**config.mk**
```make
export PLATFORM = sky130hd
export DESIGN_NAME = multi_arbiter
export DESIGN_NICKNAME = d
export VERILOG_FILES = /design/src/verilog/arb_pkg.sv /design/src/verilog/pn_seq_gen.sv /design/src/verilog/prio_pick.sv /design/src/verilog/rr_pick.sv /design/src/verilog/multi_arbiter.sv
export VERILOG_INCLUDE_DIRS = /design/src /design/src/verilog
export SDC_FILE = /design/constraint.sdc
export NUM_CORES = 1
export LEC_CHECK = 0
export BUFFER_PORTS_ARGS = -buffer_cell sky130_fd_sc_hd__buf_2
export CAP_MARGIN = 20
export CELL_PAD_IN_SITES_DETAIL_PLACEMENT = 0
export CELL_PAD_IN_SITES_GLOBAL_PLACEMENT = 1
export CORE_ASPECT_RATIO = 0.7
export CORE_UTILIZATION = 25
export CTS_CLUSTER_DIAMETER = 120
export DETAILED_ROUTE_END_ITERATION = 10
export GPL_TIMING_DRIVEN = 0
export HOLD_SLACK_MARGIN = 0.06
export PLACE_DENSITY_LB_ADDON = 0.1
export SLEW_MARGIN = 20
export SYNTH_ARGS = -nofsm -noshare
export SYNTH_HDL_FRONTEND = slang
export SYNTH_SLANG_ARGS = --single-unit
```
**constraint.sdc**
```tcl
create_clock -name clk -period 6.3 [get_ports clk]
set_input_delay 1.26 -clock clk [delete_from_list [all_inputs] [get_ports clk]]
set_output_delay 1.26 -clock clk [all_outputs]
set_load 0.01 [all_outputs]
```
**src/verilog/arb_consts.svh**
```systemverilog
// Arbiter constants
`ifndef ARB_CONSTS_SVH
`define ARB_CONSTS_SVH

// Number of requesters
`define ARB_NUM_REQ 4

// Index and mode select widths
`define ARB_IDX_W   2
`define ARB_MODE_W  3

// Scheme select codes
`define ARB_MODE_P0   3'd0   // Requester 0 on top
`define ARB_MODE_P1   3'd1   // Requester 1 on top
`define ARB_MODE_P2   3'd2   // Requester 2 on top
`define ARB_MODE_P3   3'd3   // Requester 3 on top
`define ARB_MODE_RR   3'd4   // Round robin
`define ARB_MODE_RAND 3'd5   // LFSR picks the top requester

// Codes 6 and 7 are reserved and give no grant

// LFSR width
`define ARB_PN_W 3

// LFSR reset state with the first stage in bit 0
`define ARB_PN_RESET 3'b001

`endif

```
**src/verilog/arb_pkg.sv**
```systemverilog
// Arbiter vector types
`include "arb_consts.svh"

package arb_pkg;

  // One bit per requester
  typedef logic [`ARB_NUM_REQ-1:0] req_vec_t;

  // One-hot or zero
  typedef logic [`ARB_NUM_REQ-1:0] gnt_vec_t;

  // Scheme select
  typedef logic [`ARB_MODE_W-1:0] arb_mode_t;

  // Requester index
  // Used for the top priority slot, the LFSR index and the round robin pointer
  typedef logic [`ARB_IDX_W-1:0] port_idx_t;

endpackage

```
**src/verilog/pn_seq_gen.sv**
```systemverilog
// Pseudo-random priority index
`timescale 1ns/10ps
`include "arb_consts.svh"

module pn_seq_gen (
  input  logic               clk,
  input  logic               rst_n,
  output arb_pkg::port_idx_t rand_idx
);

  import arb_pkg::*;

  logic [`ARB_PN_W-1:0] pn_q;   // {s3, s2, s1}
  logic                 fb;

  // Taps on stages one and three give period seven
  assign fb = pn_q[0] ^ pn_q[2];

  always_ff @(posedge clk or negedge rst_n) begin
    if (!rst_n) begin
      pn_q <= `ARB_PN_RESET;
    end else begin
      pn_q <= {pn_q[1], pn_q[0], fb};   // Shift toward s3
    end
  end

  // s3 high, s2 low
  assign rand_idx = port_idx_t'({pn_q[2], pn_q[1]});

  // All-zero state would lock up the sequence
  a_pn_nonzero: assert property (
    @(posedge clk) disable iff (!rst_n)
    pn_q != '0
  ) else $error("LFSR reached the all-zero state");

endmodule

```
**src/verilog/prio_pick.sv**
```systemverilog
// Fixed priority picker
`timescale 1ns/10ps
`include "arb_consts.svh"

module prio_pick (
  input  arb_pkg::req_vec_t  req,
  input  arb_pkg::port_idx_t top_idx,
  output arb_pkg::gnt_vec_t  pick
);

  import arb_pkg::*;

  gnt_vec_t top_pick;
  gnt_vec_t low_pick;

  // Top slot as a one-hot vector
  always_comb begin
    top_pick          = '0;
    top_pick[top_idx] = 1'b1;
  end

  // Lowest active requester wins the fallback
  always_comb begin
    low_pick = '0;
    for (int i = `ARB_NUM_REQ - 1; i >= 0; i--) begin
      if (req[i]) begin
        low_pick    = '0;
        low_pick[i] = 1'b1;
      end
    end
  end

  // Top requester first when it is active
  assign pick = req[top_idx] ? top_pick : low_pick;

endmodule

```
**src/verilog/rr_pick.sv**
```systemverilog
// Round robin picker
`timescale 1ns/10ps
`include "arb_consts.svh"

module rr_pick (
  input  logic              clk,
  input  logic              rst_n,
  input  arb_pkg::req_vec_t req,
  input  arb_pkg::gnt_vec_t gnt,
  output arb_pkg::gnt_vec_t pick
);

  import arb_pkg::*;

  port_idx_t ptr_q;     // Index of the last grant
  port_idx_t gnt_idx;
  port_idx_t base_idx;  // Last grant issued, current output included

  // Encode the registered grant
  always_comb begin
    gnt_idx = '0;
    for (int i = 0; i < `ARB_NUM_REQ; i++) begin
      if (gnt[i]) begin
        gnt_idx = port_idx_t'(i);
      end
    end
  end

  // Follows the grant in every mode
  always_ff @(posedge clk or negedge rst_n) begin
    if (!rst_n) begin
      ptr_q <= '0;
    end else if (|gnt) begin
      ptr_q <= gnt_idx;
    end
  end

  // A grant on the output counts before the register catches up
  assign base_idx = (|gnt) ? gnt_idx : ptr_q;

  // Cyclic search starting one past the pointer
  // Offset four wraps to the pointer itself and comes last
  always_comb begin
    port_idx_t cand;

    pick = '0;
    for (int k = `ARB_NUM_REQ; k >= 1; k--) begin
      cand = base_idx + port_idx_t'(k);
      if (req[cand]) begin
        pick       = '0;
        pick[cand] = 1'b1;
      end
    end
  end

  // Pointer holds through idle cycles
  a_ptr_hold: assert property (
    @(posedge clk) disable iff (!rst_n)
    (ptr_q != $past(ptr_q)) |-> $past(|gnt)
  ) else $error("Round robin pointer moved without a grant");

endmodule

```
**src/verilog/multi_arbiter.sv**
```systemverilog
// Four-way multi-scheme arbiter
`timescale 1ns/10ps
`include "arb_consts.svh"

module multi_arbiter (
  input  logic               clk,
  input  logic               rst_n,
  input  arb_pkg::req_vec_t  req,
  input  arb_pkg::arb_mode_t arb_mode,
  output arb_pkg::gnt_vec_t  gnt
);

  import arb_pkg::*;

  port_idx_t rand_idx;
  port_idx_t top_idx;
  gnt_vec_t  fixed_pick;
  gnt_vec_t  rr_pick;
  gnt_vec_t  gnt_d;
  logic      mode_valid;

  // Random index source, free running
  pn_seq_gen pn_seq_gen_i (
    .clk      (clk),
    .rst_n    (rst_n),
    .rand_idx (rand_idx)
  );

  // Low mode bits name the top requester in fixed modes
  assign top_idx = (arb_mode == `ARB_MODE_RAND) ? rand_idx
                                                : port_idx_t'(arb_mode[1:0]);

  // Shared by fixed and random modes
  prio_pick prio_pick_i (
    .req     (req),
    .top_idx (top_idx),
    .pick    (fixed_pick)
  );

  rr_pick rr_pick_i (
    .clk   (clk),
    .rst_n (rst_n),
    .req   (req),
    .gnt   (gnt),
    .pick  (rr_pick)
  );

  assign mode_valid = (arb_mode <= `ARB_MODE_RAND);

  // Scheme select
  always_comb begin
    case (arb_mode)
      `ARB_MODE_P0,
      `ARB_MODE_P1,
      `ARB_MODE_P2,
      `ARB_MODE_P3,
      `ARB_MODE_RAND: gnt_d = fixed_pick;
      `ARB_MODE_RR:   gnt_d = rr_pick;
      default:        gnt_d = '0;   // Reserved
    endcase
  end

  // Registered grant
  always_ff @(posedge clk or negedge rst_n) begin
    if (!rst_n) begin
      gnt <= '0;
    end else begin
      gnt <= gnt_d;
    end
  end

  // At most one winner
  a_gnt_onehot: assert property (
    @(posedge clk) disable iff (!rst_n)
    $onehot0(gnt)
  ) else $error("Grant is not one-hot or zero: %h", gnt);

  // No grant without a request one cycle earlier
  a_gnt_requested: assert property (
    @(posedge clk) disable iff (!rst_n)
    (gnt & ~$past(req)) == '0
  ) else $error("Grant %h to an idle requester", gnt);

  // Work conserving in every defined mode
  a_gnt_live: assert property (
    @(posedge clk) disable iff (!rst_n)
    ((|req) && mode_valid) |=> (|gnt)
  ) else $error("Requests pending but no grant");

  // Mode 0 never skips a lower index
  // gnt - 1 masks the bits below a one-hot grant
  a_mode0_order: assert property (
    @(posedge clk) disable iff (!rst_n)
    ((|gnt) && ($past(arb_mode) == `ARB_MODE_P0))
      |-> (($past(req) & (gnt - gnt_vec_t'(1))) == '0)
  ) else $error("Mode 0 grant %h passed over a lower requester", gnt);

endmodule

```
Word level (Yosys, flattened, before mapping)
Index checks and enable logic that the tools add are counted.

cells by class
  add/sub/neg operators = 3
  multiply operators = 0
  div/mod/pow operators = 0
  order comparisons = 10
  eq/ne operators = 5
  shift operators = 0
  multiplexer cells = 35
  bitwise logic cells = 1
  reductions and logical operators = 8

operators by type and width
  kind                 number
  $mux 4               9
  $lt 2x3->1 const B   5
  $mux 1               11
  $bmux 1 s2           5
  $demux 1 s2          5
  $ge 2x1->1 const B   5
  $mux 2               4
  $pmux 4 s2           1
  $eq 3x2->1 const B   2
  $eq 3x3->1 const B   2
  $logic_and 1x1->1    5
  $reduce_or 5->1      1
  $add 2x2->2 const B  2
  $reduce_or 4->1      1
  $eq 3x1->1 const B   1
  $logic_not 3->1      1
  $add 2x1->2 const B  1
  $xor 1x1->1          1

storage, ports and cells
  register bits = 9
  latch bits = 0
  memory bits (writable) = 0
  ROM bits = 0
  memories kept = 0

Logic depth before layout (Yosys ltp)
Gate-level depths: netlist of the first run.

  depth in word-level cells = 13
  depth in mapped cells = 8
  gate-level depth less buffers = 8

Cells and area by module
Synthesis of the first run repeated with hierarchy kept, for this count alone.

unflattened totals
  cell total of the unflattened synthesis = 102
  area, all modules = 1,019.7 µm²

by module, submodules not included
  module         instances  cells each  area an instance (µm²)  sequential area each (µm²)
  rr_pick        1          56          474.2                   50.0
  multi_arbiter  1          26          335.3                   100.1
  prio_pick      1          14          110.1                   0.0
  pn_seq_gen     1          6           100.1                   76.3

Least setup slack after synthesis of the first run
OpenSTA, ideal clock, no wires.

  path type = register -> register
  from = reg gnt[1]
  to = reg gnt[3]
  setup time = 0.087 ns
  data arrival time = 2.615 ns
  required time = 6.213 ns
  path slack = 3.598 ns
  stages on the path, launching flop included = 9
  buffers on the path = 0
  cell sequence = dfrtp_1 > or3b_2 > nand2_1 > inv_1 > ha_1 > mux4_2 > o21bai_1 > or3_1 > o211ai_1

between the ends
  elaborated cells between the ends (all ways) = 41
  those cells by class = 3 x add/sub; 8 x order compare; 25 x mux; 5 x reduce/logical

RTL lines
  what                                                                      RTL line             RTL
  start, declared                                                           multi_arbiter.sv:10  output arb_pkg::gnt_vec_t gnt
  start signal, assigned                                                    multi_arbiter.sv:68  gnt <= gnt_d;
  $reduce_or 4->1 (*)                                                       rr_pick.sv:39        assign base_idx = (|gnt) ? gnt_idx : ptr_q;
  $mux 2 (*)                                                                -
  via rr_pick_i.base_idx[1]                                                 rr_pick.sv:17        port_idx_t base_idx;
  $add 2x2->2 (tied with other cells)                                       rr_pick.sv:48        cand = base_idx + port_idx_t'(k);
  $lt 2x3->1 (implied by the code) (tied with other cells)                  rr_pick.sv:51        pick[cand] = 1'b1;
  $logic_and 1x1->1 (implied by the code) / $mux 1 (equally long branches)  rr_pick.sv:51
  $mux 1 (implied by the code) / $demux 1 s2 (equally long branches)        -
  $demux 1 s2 / $mux 4 (equally long branches)                              -
  $mux 4 (2 in series)                                                      rr_pick.sv:49        if (req[cand]) begin
  $mux 4 (*)                                                                rr_pick.sv:49
  $pmux 4 s2 (*)                                                            multi_arbiter.sv:52  case (arb_mode)
  via gnt_d[3]                                                              multi_arbiter.sv:19  gnt_vec_t gnt_d;

The timed path passes the listed nets; every way through them passes the cells marked *. The select of a mux whose other input is x is not followed.

Worst setup path in the final report of the first run
  from = reg gnt[1]
  to = reg gnt[2]

The elaborated chain is that of the path after synthesis.

==> impl_results.md, run 1 <==
- Hold Path Class: flip-flop to flip-flop
- Nets: roughly 120
- Worst slew margin: between 60% and 70%
- Largest net degree at the start of global routing: 11
- Pwr Density: ~420 mW/mm^2
- Slew @ Worst Pin: around 0.51 ns
- Initial antenna violation count: 0
- Multi-input logic area: about 520 um^2
- Hold Vio Cnt, Final: 0
- Yosys top cell by area: dfrtp_1
- Top-Level Pins: 13
- Diodes inserted: 0
- Vias/cell: around 5.3
- Most common cell after layout, fill and taps aside: buf_2
- Area added between synthesis and finish: 19.5%
- Row cnt: 16
- Post-Synthesis Cells: 82
- Root Driver: clkbuf_8
- Die Wd: 68.5 um
- Vias in the first global route: roughly 690
- DR iter-0 viols: 46
- Synth Register Bits: 9
- Remaining DRCs: 0
- Initial Utilization: between 20 and 30%
- Worst Path Max Fanout: 9
- Final setup vio count: 0
- Non-Filler Instances: between 100 and 150
- Total Routing Usage GR: around 14%
- Total number of vias: 710
- Placed Cells: between 100 and 150
- LEAKAGE: approximately 0.00042 uW
- First-pass GRT wire length: between 3000 and 4000 um
- Core Area: ~0.0029 mm^2
- Reg clk slew, reported paths: about 0.050 ns
- Final HPWL DP: 1500 um
- CTS tree: done
- Sequential fraction of the synthesis area: about 29%
- Post-synthesis cell area: about 770 um^2
- Total area of sequential cells: approximately 230 um^2
- Fin crit period: between 2 and 3 ns
- Yosys cell types: 35
- Synth top area cells: dfrtp_1 (26%), ha_1 (11%), a221oi_1 (5.7%), dfstp_2 (3.4%), mux4_1 (3.4%)
- Max Slew Vio Count: 0
- Synth Area per Inst: 9.45 um^2
- CTS sink count: 9
- Max Cap Viol: 0
- Resized Gates After CTS: 0
- Crit share post-route: a little under half
- Die ar.: approximately 0.0033 mm^2
- Crit path DAT: between 3 and 4 ns
- Most frequent cells in the layout: buf_2 (12), dfrtp_1 (8), ha_1 (7)
- Clk Latency, worst-skew pair: between 0.2 and 0.25 ns
- Fmax: ~340 MHz
- Maximum vdd drop: 0.136 mV
- Gpl congestion: a little under 0.8
- Share of the synthesized area in the top cell type: ~26%
- Post-route ant nets: 0
- Global route overflow: 0
- Post-Route WL: between 1500 and 2000 um
- Pre-antenna DRT Iters: 4
- CP Launch Type: flip-flop
- Synth warn: 0
- Fraction of layout cells with a size suffix above 1: about a quarter
- CP Data Required Time: about 6.4 ns
- Die Ht: a little under 50 um
- Crit. End Element: flip-flop
- CTS Buffer Depth: 2
- WS Path Type: flip-flop to flip-flop
- Htree depth: 1
- Setup TNS: 0 ns
- # fillers: 310
- Hold_buf cts: 0
- RSZ-0062 raised after global routing: false
- Syn Nets: 98
- Wire per inst: 14.4 um
- Clock Skews: approximately 0.0023 ns
- CTS Buf Count: 3
- Setup bufs post-CTS: 0
- Buffers on Ports: 12
- Status: complete, no violations
-- final timing paths --
| kind | start | to | slack [ns] | depth (start not counted) |
|---|---|---|---|---|
| setup / recovery | gnt[1] | gnt[2] | 3.35 | 8 |
| hold / removal | pn_seq_gen_i.pn_q[0] | pn_seq_gen_i.pn_q[1] | 0.41 | 0 |
| setup reg to reg | gnt[1] | gnt[2] | 3.35 | 8 |
| hold reg to reg | pn_seq_gen_i.pn_q[0] | pn_seq_gen_i.pn_q[1] | 0.41 | 0 |
| max in group asynchronous | rst_n | pn_seq_gen_i.pn_q[0] | 5.18 | 1 |
| min in group asynchronous | rst_n | pn_seq_gen_i.pn_q[1] | 0.88 | 1 |
-- cells in the mapped netlist --
cell type / n
a2111oi_0: 2
a211oi_1: 1
a21boi_0: 1
a21oi_1: 2
a221oi_1: 5
a31oi_1: 3
and2_1: 3
and2b_1: 1
and3_1: 2
dfrtp_1: 8
dfstp_2: 1
ha_1: 7
inv_1: 5
inv_4: 1
mux2i_1: 2
mux4_1: 1
mux4_2: 1
nand2_1: 5
nand2b_1: 1
nand3_1: 5
nor2_1: 3
nor2b_1: 1
nor3_1: 2
nor3b_2: 1
o211ai_1: 2
o21a_1: 2
o21ai_0: 3
o21bai_1: 1
o31ai_1: 2
o32ai_1: 2
or2_2: 1
or3_1: 2
or3_4: 1
or3b_2: 1
xor2_1: 1
-- per-stage QoR --
stage | util (%) | hold slack [ns] | cell area (um^2) | worst slack [ns] | power (uW)
2_1_floorplan | - | 0.370 | 774 | 3.60 | 263
6_report | 32.3 | 0.407 | 926 | 3.35 | 387
5_1_grt | 32.3 | 0.414 | 926 | 3.11 | 430
4_1_cts | 32.3 | 0.409 | 926 | 3.34 | 390
3_5_place_dp | 30.7 | 0.389 | 880 | 3.36 | 321
3_3_place_gp | 30.7 | 0.384 | 880 | 3.29 | 326
-- logic make-up after synthesis --
family	Yosys count	share of synthesized area, %
compound gates	26	24.6
simple gates	29	21.6
buf+inv	6	3.23
flops	9	29.2
mux	4	8.89
fa+ha+maj	7	11.3
xor+xnor	1	1.13
-- critical path: stages, from the launching register on --
cell and delay [ns]:
dfrtp_1 0.38, or3b_2 0.52, nand2_1 0.30, inv_1 0.16
ha_1 0.35, mux4_2 0.38, o21bai_1 0.23, or3_1 0.35
o211ai_1 0.18
-- per-layer routing --
| layer | part of all wire (%) | track usage, % |
|---|---|---|
| met4 | 0 | 2.08 |
| met3 | 5.5 | 4.25 |
| met1 | 52 | 22.1 |
| met2 | 42 | 18.1 |
| met5 | 0 | 0 |
-- power by group --
part	internal [uW]	switching (uW)	leakage [uW]
registers	70.2	6.64	0.000115
clock network	43.0	22.0	0.0000255
logic	97.6	148	0.000281
total	211	177	0.000421
-- sequential cells by signal (all words and copies together), names as in the netlist --
signal,flops
gnt,4
pn_seq_gen_i.pn_q,3
rr_pick_i.ptr_q,2
-- final cells by class --
| class | count | share of cell area, % |
|---|---|---|
| well taps | 36 | 4.86 |
| clock inverters | 1 | 0.541 |
| flip-flops and latches | 9 | 24.5 |
| multi-input cells | 67 | 56.5 |
| inverters | 6 | 2.70 |
| repair buffers | 12 | 6.49 |
| clock buffers | 3 | 4.46 |
(Power assumes the default switching activity.)
==> inputs of run 2 (changes only) <==
- clock period: 6.3 -> 2.7 ns (I/O delays scaled with it)
==> impl_results.md, run 2 (synthesis gave the netlist of run 1 again) <==
- Status: complete, no violations
- Total power: 1040 uW (+170%)
- Most common cell after layout, fill and taps aside: buf_2
- Worst Path Max Fanout: 7 (-2)
- RSZ-0062 raised after global routing: false
- Placed Cells: 130 (unchanged)
- Die Wd: 68.5 um (unchanged)
- Initial Utilization: 27.1% (unchanged)
- Root Driver: clkbuf_8
- Top-Level Pins: 13 (unchanged)
- CP endpoint: gnt[2]
- CTS Buffer Depth: 2 (unchanged)
- Worst Reg2Reg Path Length in Cells: 8 (unchanged)
- Crit path buf inv count: 1 (unchanged)
- Crit path largest cell delay: 0.42 ns (-0.10 ns)
- R2r startpoint: gnt[0]
- R2R Setup Slk: 0.19 ns (-3.16 ns)
- Slowest-stage cell, CP: or3b_4
- Core Area: 0.00286 mm^2 (unchanged)
- Hold Path Class: input port to asynchronous set/reset pin
- Fin crit period: 2.51 ns (-0.440 ns)
- Clk Latency, worst-skew pair: 0.23 ns (about the same)
- First-pass GRT wire length: 3280 um (-3.4%)
- Worst r2r dst: gnt[2]
- Crit share post-route: 92.9% (+46 points)
- Top reg by flops: gnt
- WS Path Type: flip-flop to flip-flop
- Die ar.: 0.00333 mm^2 (unchanged)
- Total Routing Usage GR: 13.3% (-0.60 points)
- LEAKAGE: 0.000451 uW (+7.1%)
- Max Slew Vio Count: 0 (unchanged)
- Post-route ant nets: 0 (unchanged)
- Post-Route WL: 2050 um (+6.1%)
- Final HPWL DP: 1530 um (+2.5%)
- Vias/cell: 5.28 (-0.41%)
- Clock Skews: 0.000243 ns (-0.00206 ns)
- CP cell instances: or3b_4 > nand2_4 > inv_1 > ha_1 > mux4_2 > a2111oi_1 > a21oi_1 > o211ai_1
- Worst slew margin: 66.9% (+0.73 points)
- Htree depth: 1 (unchanged)
- Remaining DRCs: 0 (unchanged)
- Crit path DAT: 2.65 ns (-0.44 ns)
- WP depth: 8 (unchanged)
- CTS Buf Count: 3 (unchanged)
- Fraction of layout cells with a size suffix above 1: 29.5% (+6.1 points)
- Initial antenna violation count: 0 (unchanged)
- Final WS setup: 0.193 ns (-3.16 ns)
- Largest regs: gnt (4), pn_seq_gen_i.pn_q (3), rr_pick_i.ptr_q (2)
- CP Launch Point: gnt[0]
- Row cnt: 16 (unchanged)
- Buffers on Ports: 12 (unchanged)
- Area added between synthesis and finish: 27.3%
- Crit. End Element: flip-flop
- Maximum vdd drop: 0.294 mV (+120%)
- Hold_buf cts: 0 (unchanged)
- Die Ht: 48.6 um (unchanged)
- Pwr Density: 1060 mW/mm^2 (+150%)
- CP Launch Type: flip-flop
- Most frequent cells in the layout: buf_2 (12), dfrtp_1 (8), ha_1 (7), buf_4 (7)
- Setup TNS: 0 ns (unchanged)
- Multi-input logic area: 532 um^2 (+1.7%)
- Gpl congestion: 0.830 (+6.1%)
- Final setup vio count: 0 (unchanged)
- CP Data Required Time: 2.84 ns (-3.60 ns)
- Pre-antenna DRT Iters: 4 (unchanged)
- Slew @ Worst Pin: 0.497 ns (-0.00865 ns)
- Diodes inserted: 0 (unchanged)
- CTS tree: done
- Reg clk slew, reported paths: 0.04 ns (about the same)
- Wire per inst: 14.6 um (+0.83%)
- Total number of vias: 744 (+4.8%)
- CP delay by family, top: compound AO/OA/AOI/OAI gates
- Fmax: 399 MHz (+18%)
- Non-Filler Instances: 141 (+5.2%)
- Hold Vio Cnt, Final: 0 (unchanged)
- Max Cap Viol: 0 (unchanged)
- Total area of sequential cells: 226 um^2 (unchanged)
- Vias in the first global route: 671 (-3.0%)
- DR iter-0 viols: 68 (+48%)
- CTS sink count: 9 (unchanged)
- Nets: 122 (+6.1%)
- Global route overflow: 0 (unchanged)
- Max reg flops: 4 (unchanged)
- # fillers: 315 (+1.6%)
- Final hold slack: 0.152 ns (-0.255 ns)
- Setup WS pre-CTS: -0.0877 ns (-3.45 ns)
- Largest net degree at the start of global routing: 11 (unchanged)
[run 2: repair_timing]
item | 4_1_cts | 5_1_grt
setup buffers | 1 | 6
resized for setup | 3 | 2
hold endpoints to repair | 0 | 0
pin swaps | 0 | 1
setup endpoints to repair | 2 | 4
[run 2: layout make-up]
| class | count | area share (%) |
|---|---|---|
| inverter | 6 | 2.54 |
| multi-input combinational | 67 | 53.9 |
| sequential | 9 | 23.0 |
| clock buffer | 4 | 4.57 |
| tap | 36 | 4.57 |
| timing repair buffer | 19 | 11.4 |
[run 2: worst min path at each step]
| stage | end | startpoint | cells past startpoint | slack, ns |
|---|---|---|---|---|
| 6_report | pn_seq_gen_i.pn_q[1] | rst_n | 1 | 0.15 |
| 5_1_grt | pn_seq_gen_i.pn_q[1] | rst_n | 1 | 0.16 |
| 4_1_cts | pn_seq_gen_i.pn_q[1] | rst_n | 1 | 0.15 |
| 3_5_place_dp | pn_seq_gen_i.pn_q[1] | rst_n | 1 | 0.40 |
| 3_3_place_gp | pn_seq_gen_i.pn_q[2] | pn_seq_gen_i.pn_q[1] | 0 | 0.39 |
| 2_1_floorplan | gnt[0] | rst_n | 0 | 0.24 |
[run 2: power by group]
group          internal, uW  total, uW  switching (uW)
combinational           322        712             390
sequential              164        178            14.0
clock                   103        152            49.7
total                   588       1040             454
[run 2: worst reg2reg max path: stages, from the launching register on]
cell       delay [ns]
dfrtp_1          0.40
or3b_4           0.42
nand2_4          0.11
inv_1            0.09
ha_1             0.33
mux4_2           0.39
a2111oi_1        0.38
a21oi_1          0.12
o211ai_1         0.19
[run 2: per-stage QoR]
| stage | area, um^2 | utilization [%] |
|---|---|---|
| 6_report | 986 | 34.4 |
| 3_5_place_dp | 882 | 30.8 |
| 2_1_floorplan | 777 | - |
| 3_3_place_gp | 882 | 30.8 |
| 4_1_cts | 937 | 32.7 |
| 5_1_grt | 986 | 34.4 |
[run 2: layer usage]
layer	global-route usage (%)	up-vias	part of all wire, %	routed length, um
met3	2.83	4	7.1	145
met4	2.08	0	1.4	28
met2	18.5	31	42	872
li1	-	365	-	-
met5	0	-	0	0
met1	20.9	344	49	1010
==> inputs of run 3 (changes only) <==
- clock period: 2.7 -> 2.3 ns (I/O delays scaled with it)
==> impl_results.md, run 3 (synthesis gave the netlist of run 1 again) <==
- Crit. End Element: flip-flop
- Hold Vio Cnt, Final: 0 (unchanged)
- Reg clk slew, reported paths: 0.05 ns (about the same)
- First-pass GRT wire length: 3760 um (+14%)
- Total number of vias: 783 (+5.2%)
- CTS sink count: 9 (unchanged)
- # fillers: 290 (-7.9%)
- Worst Path Max Fanout: 5 (-2)
- CTS tree: done
- Crit path largest cell delay: 0.44 ns (+0.02 ns)
- Row cnt: 16 (unchanged)
- Die Wd: 68.5 um (unchanged)
- Hold_buf cts: 0 (unchanged)
- Largest regs: gnt (4), pn_seq_gen_i.pn_q (3), rr_pick_i.ptr_q (2)
- CTS Buf Count: 3 (unchanged)
- Non-Filler Instances: 148 (+5.0%)
- Placed inst area: 916 um^2 (+3.8%)
- Maximum vdd drop: 0.389 mV (+32%)
- Vias/cell: 5.29 (+0.26%)
- Final WS setup: -0.105 ns (-0.298 ns)
- Global route overflow: 0 (unchanged)
- Core Area: 0.00286 mm^2 (unchanged)
- Crit share post-route: 105% (+12 points)
- CP cell instances: buf_4 > nor3b_2 > or3_4 > ha_4 > mux4_2 > buf_6 > buf_6 > a221oi_2 > o31ai_1
- Pwr Density: 1440 mW/mm^2 (+36%)
- Failing checks: negative setup slack
- RSZ-0062 raised after global routing: true
- Design area: 0.00117 mm^2 (+19%)
- Clock Skews: 0.00247 ns (+0.00223 ns)
- Buffers on Ports: 12 (unchanged)
- Slowest-stage cell, CP: or3_4
- Crit path top cell by count: buf_6
- Post-route ant nets: 0 (unchanged)
- Htree depth: 1 (unchanged)
- Wire per inst: 15.9 um (+9.5%)
- Total power: 1690 uW (+62%)
- Hold Path Class: input port to asynchronous set/reset pin
- Fin crit period: 2.41 ns (-0.102 ns)
- Total Routing Usage GR: 15.7% (+2.4 points)
- CTS Buffer Depth: 2 (unchanged)
- Clk Latency, worst-skew pair: 0.23 ns (about the same)
- Pre-antenna DRT Iters: 4 (unchanged)
- Slew @ Worst Pin: 0.590 ns (+0.0931 ns)
- Worst slew margin: 59.6% (-7.3 points)
- Most frequent cells in the layout: buf_2 (12), buf_4 (9), dfrtp_1 (8)
- Root Driver: clkbuf_8
- Vias in the first global route: 736 (+9.7%)
- Area added between synthesis and finish: 51.2%
- Fmax: 416 MHz (+4.3%)
- Die Ht: 48.6 um (unchanged)
- Initial Utilization: 27.1% (unchanged)
- Max Slew Vio Count: 0 (unchanged)
- CP Launch Type: flip-flop
- Crit path DAT: 2.51 ns (-0.14 ns)
- Worst Reg2Reg Path Length in Cells: 9 (+1)
- CP Data Required Time: 2.41 ns (-0.43 ns)
- Placed Cells: 130 (unchanged)
- Max Cap Viol: 0 (unchanged)
- Largest net degree at the start of global routing: 10 (-1)
- Setup WS pre-CTS: -0.332 ns (-0.245 ns)
- Final hold slack: 0.0743 ns (-0.0773 ns)
- Remaining DRCs: 0 (unchanged)
- Post-Route WL: 2360 um (+15%)
- Final HPWL DP: 1560 um (+1.8%)
- Status: finished, violations left
- Fraction of layout cells with a size suffix above 1: 46.4% (+17 points)
- DR iter-0 viols: 31 (-54%)
- LEAKAGE: 0.000509 uW (+13%)
- Die ar.: 0.00333 mm^2 (unchanged)
- Top-Level Pins: 13 (unchanged)
- Max reg flops: 4 (unchanged)
- Diodes inserted: 0 (unchanged)
- Nets: 129 (+5.7%)
- Gpl congestion: 0.771 (-7.1%)
- WS Path Type: flip-flop to flip-flop
- Final setup vio count: 4 (+4)
- Initial antenna violation count: 0 (unchanged)
- Most common cell after layout, fill and taps aside: buf_2
- Top reg by flops: gnt
run 3: changes by cell type in the layout (fill, tap and decap cells not counted), moves of 2 or more:
| cell | change |
|---|---|
| a2111oi_1 | -2 |
| a221oi_1 | -5 |
| a221oi_2 | +5 |
| buf_4 | +2 |
| buf_6 | +5 |
| ha_1 | -2 |
run 3: routing by layer:
metal / track usage [%] / part of all wire [%] / up-vias
li1: - / - / 378
met1: 24.3 / 50 / 385
met2: 22.4 / 44 / 18
met3: 2.83 / 4.8 / 2
met4: 3.13 / 0.55 / 0
met5: 0 / 0 / -
run 3: where the power goes:
group          switching, uW  internal [uW]
clock network           59.8            121
registers               15.3            192
logic                    670            630
total                    745            943
run 3: layout make-up:
class                      instances  area [um^2]  area share [%]
clock buffer                       4         45.0            3.85
inverter                           6         30.0            2.56
multi-input combinational         67          641            54.7
sequential                         9          226            19.3
tap                               36         45.0            3.85
timing repair buffer              26          184            15.7
run 3: critical path, delay by kind of cell (launching register included):
kind,cells,cell delay (ns)
AO/OA/AOI/OAI,2,0.33
flip-flops,1,0.37
AND/OR/NAND/NOR,2,0.48
buffers and inverters,3,0.40
multiplexers,1,0.41
adder cells (fa/ha/maj),1,0.29
run 3: worst paths after layout:
kind | slack, ns | start | endpoint
max in group asynchronous | 1.98 | rst_n | pn_seq_gen_i.pn_q[0]
min reg2reg | 0.41 | pn_seq_gen_i.pn_q[0] | pn_seq_gen_i.pn_q[1]
min | 0.07 | rst_n | pn_seq_gen_i.pn_q[1]
max reg2reg | -0.11 | gnt[0] | gnt[0]
max | -0.11 | gnt[0] | gnt[0]
min in group clk | 0.41 | pn_seq_gen_i.pn_q[0] | pn_seq_gen_i.pn_q[1]
run 3: what timing repair did:
item | CTS | global route
endpoints found under the setup margin | 4 | 4
gates resized for setup | 15 | 9
pin swaps | 5 | 9
hold endpoints to repair | 0 | 0
setup buffers | 8 | 6
run 3: per-stage QoR:
step           setup TNS [ns]  utilization (%)
2_1_floorplan          -0.307                -
4_1_cts                -0.581             37.5
5_1_grt                -0.771             40.9
6_report               -0.380             40.9
3_3_place_gp            -1.30             32.0
3_5_place_dp            -1.07             32.0
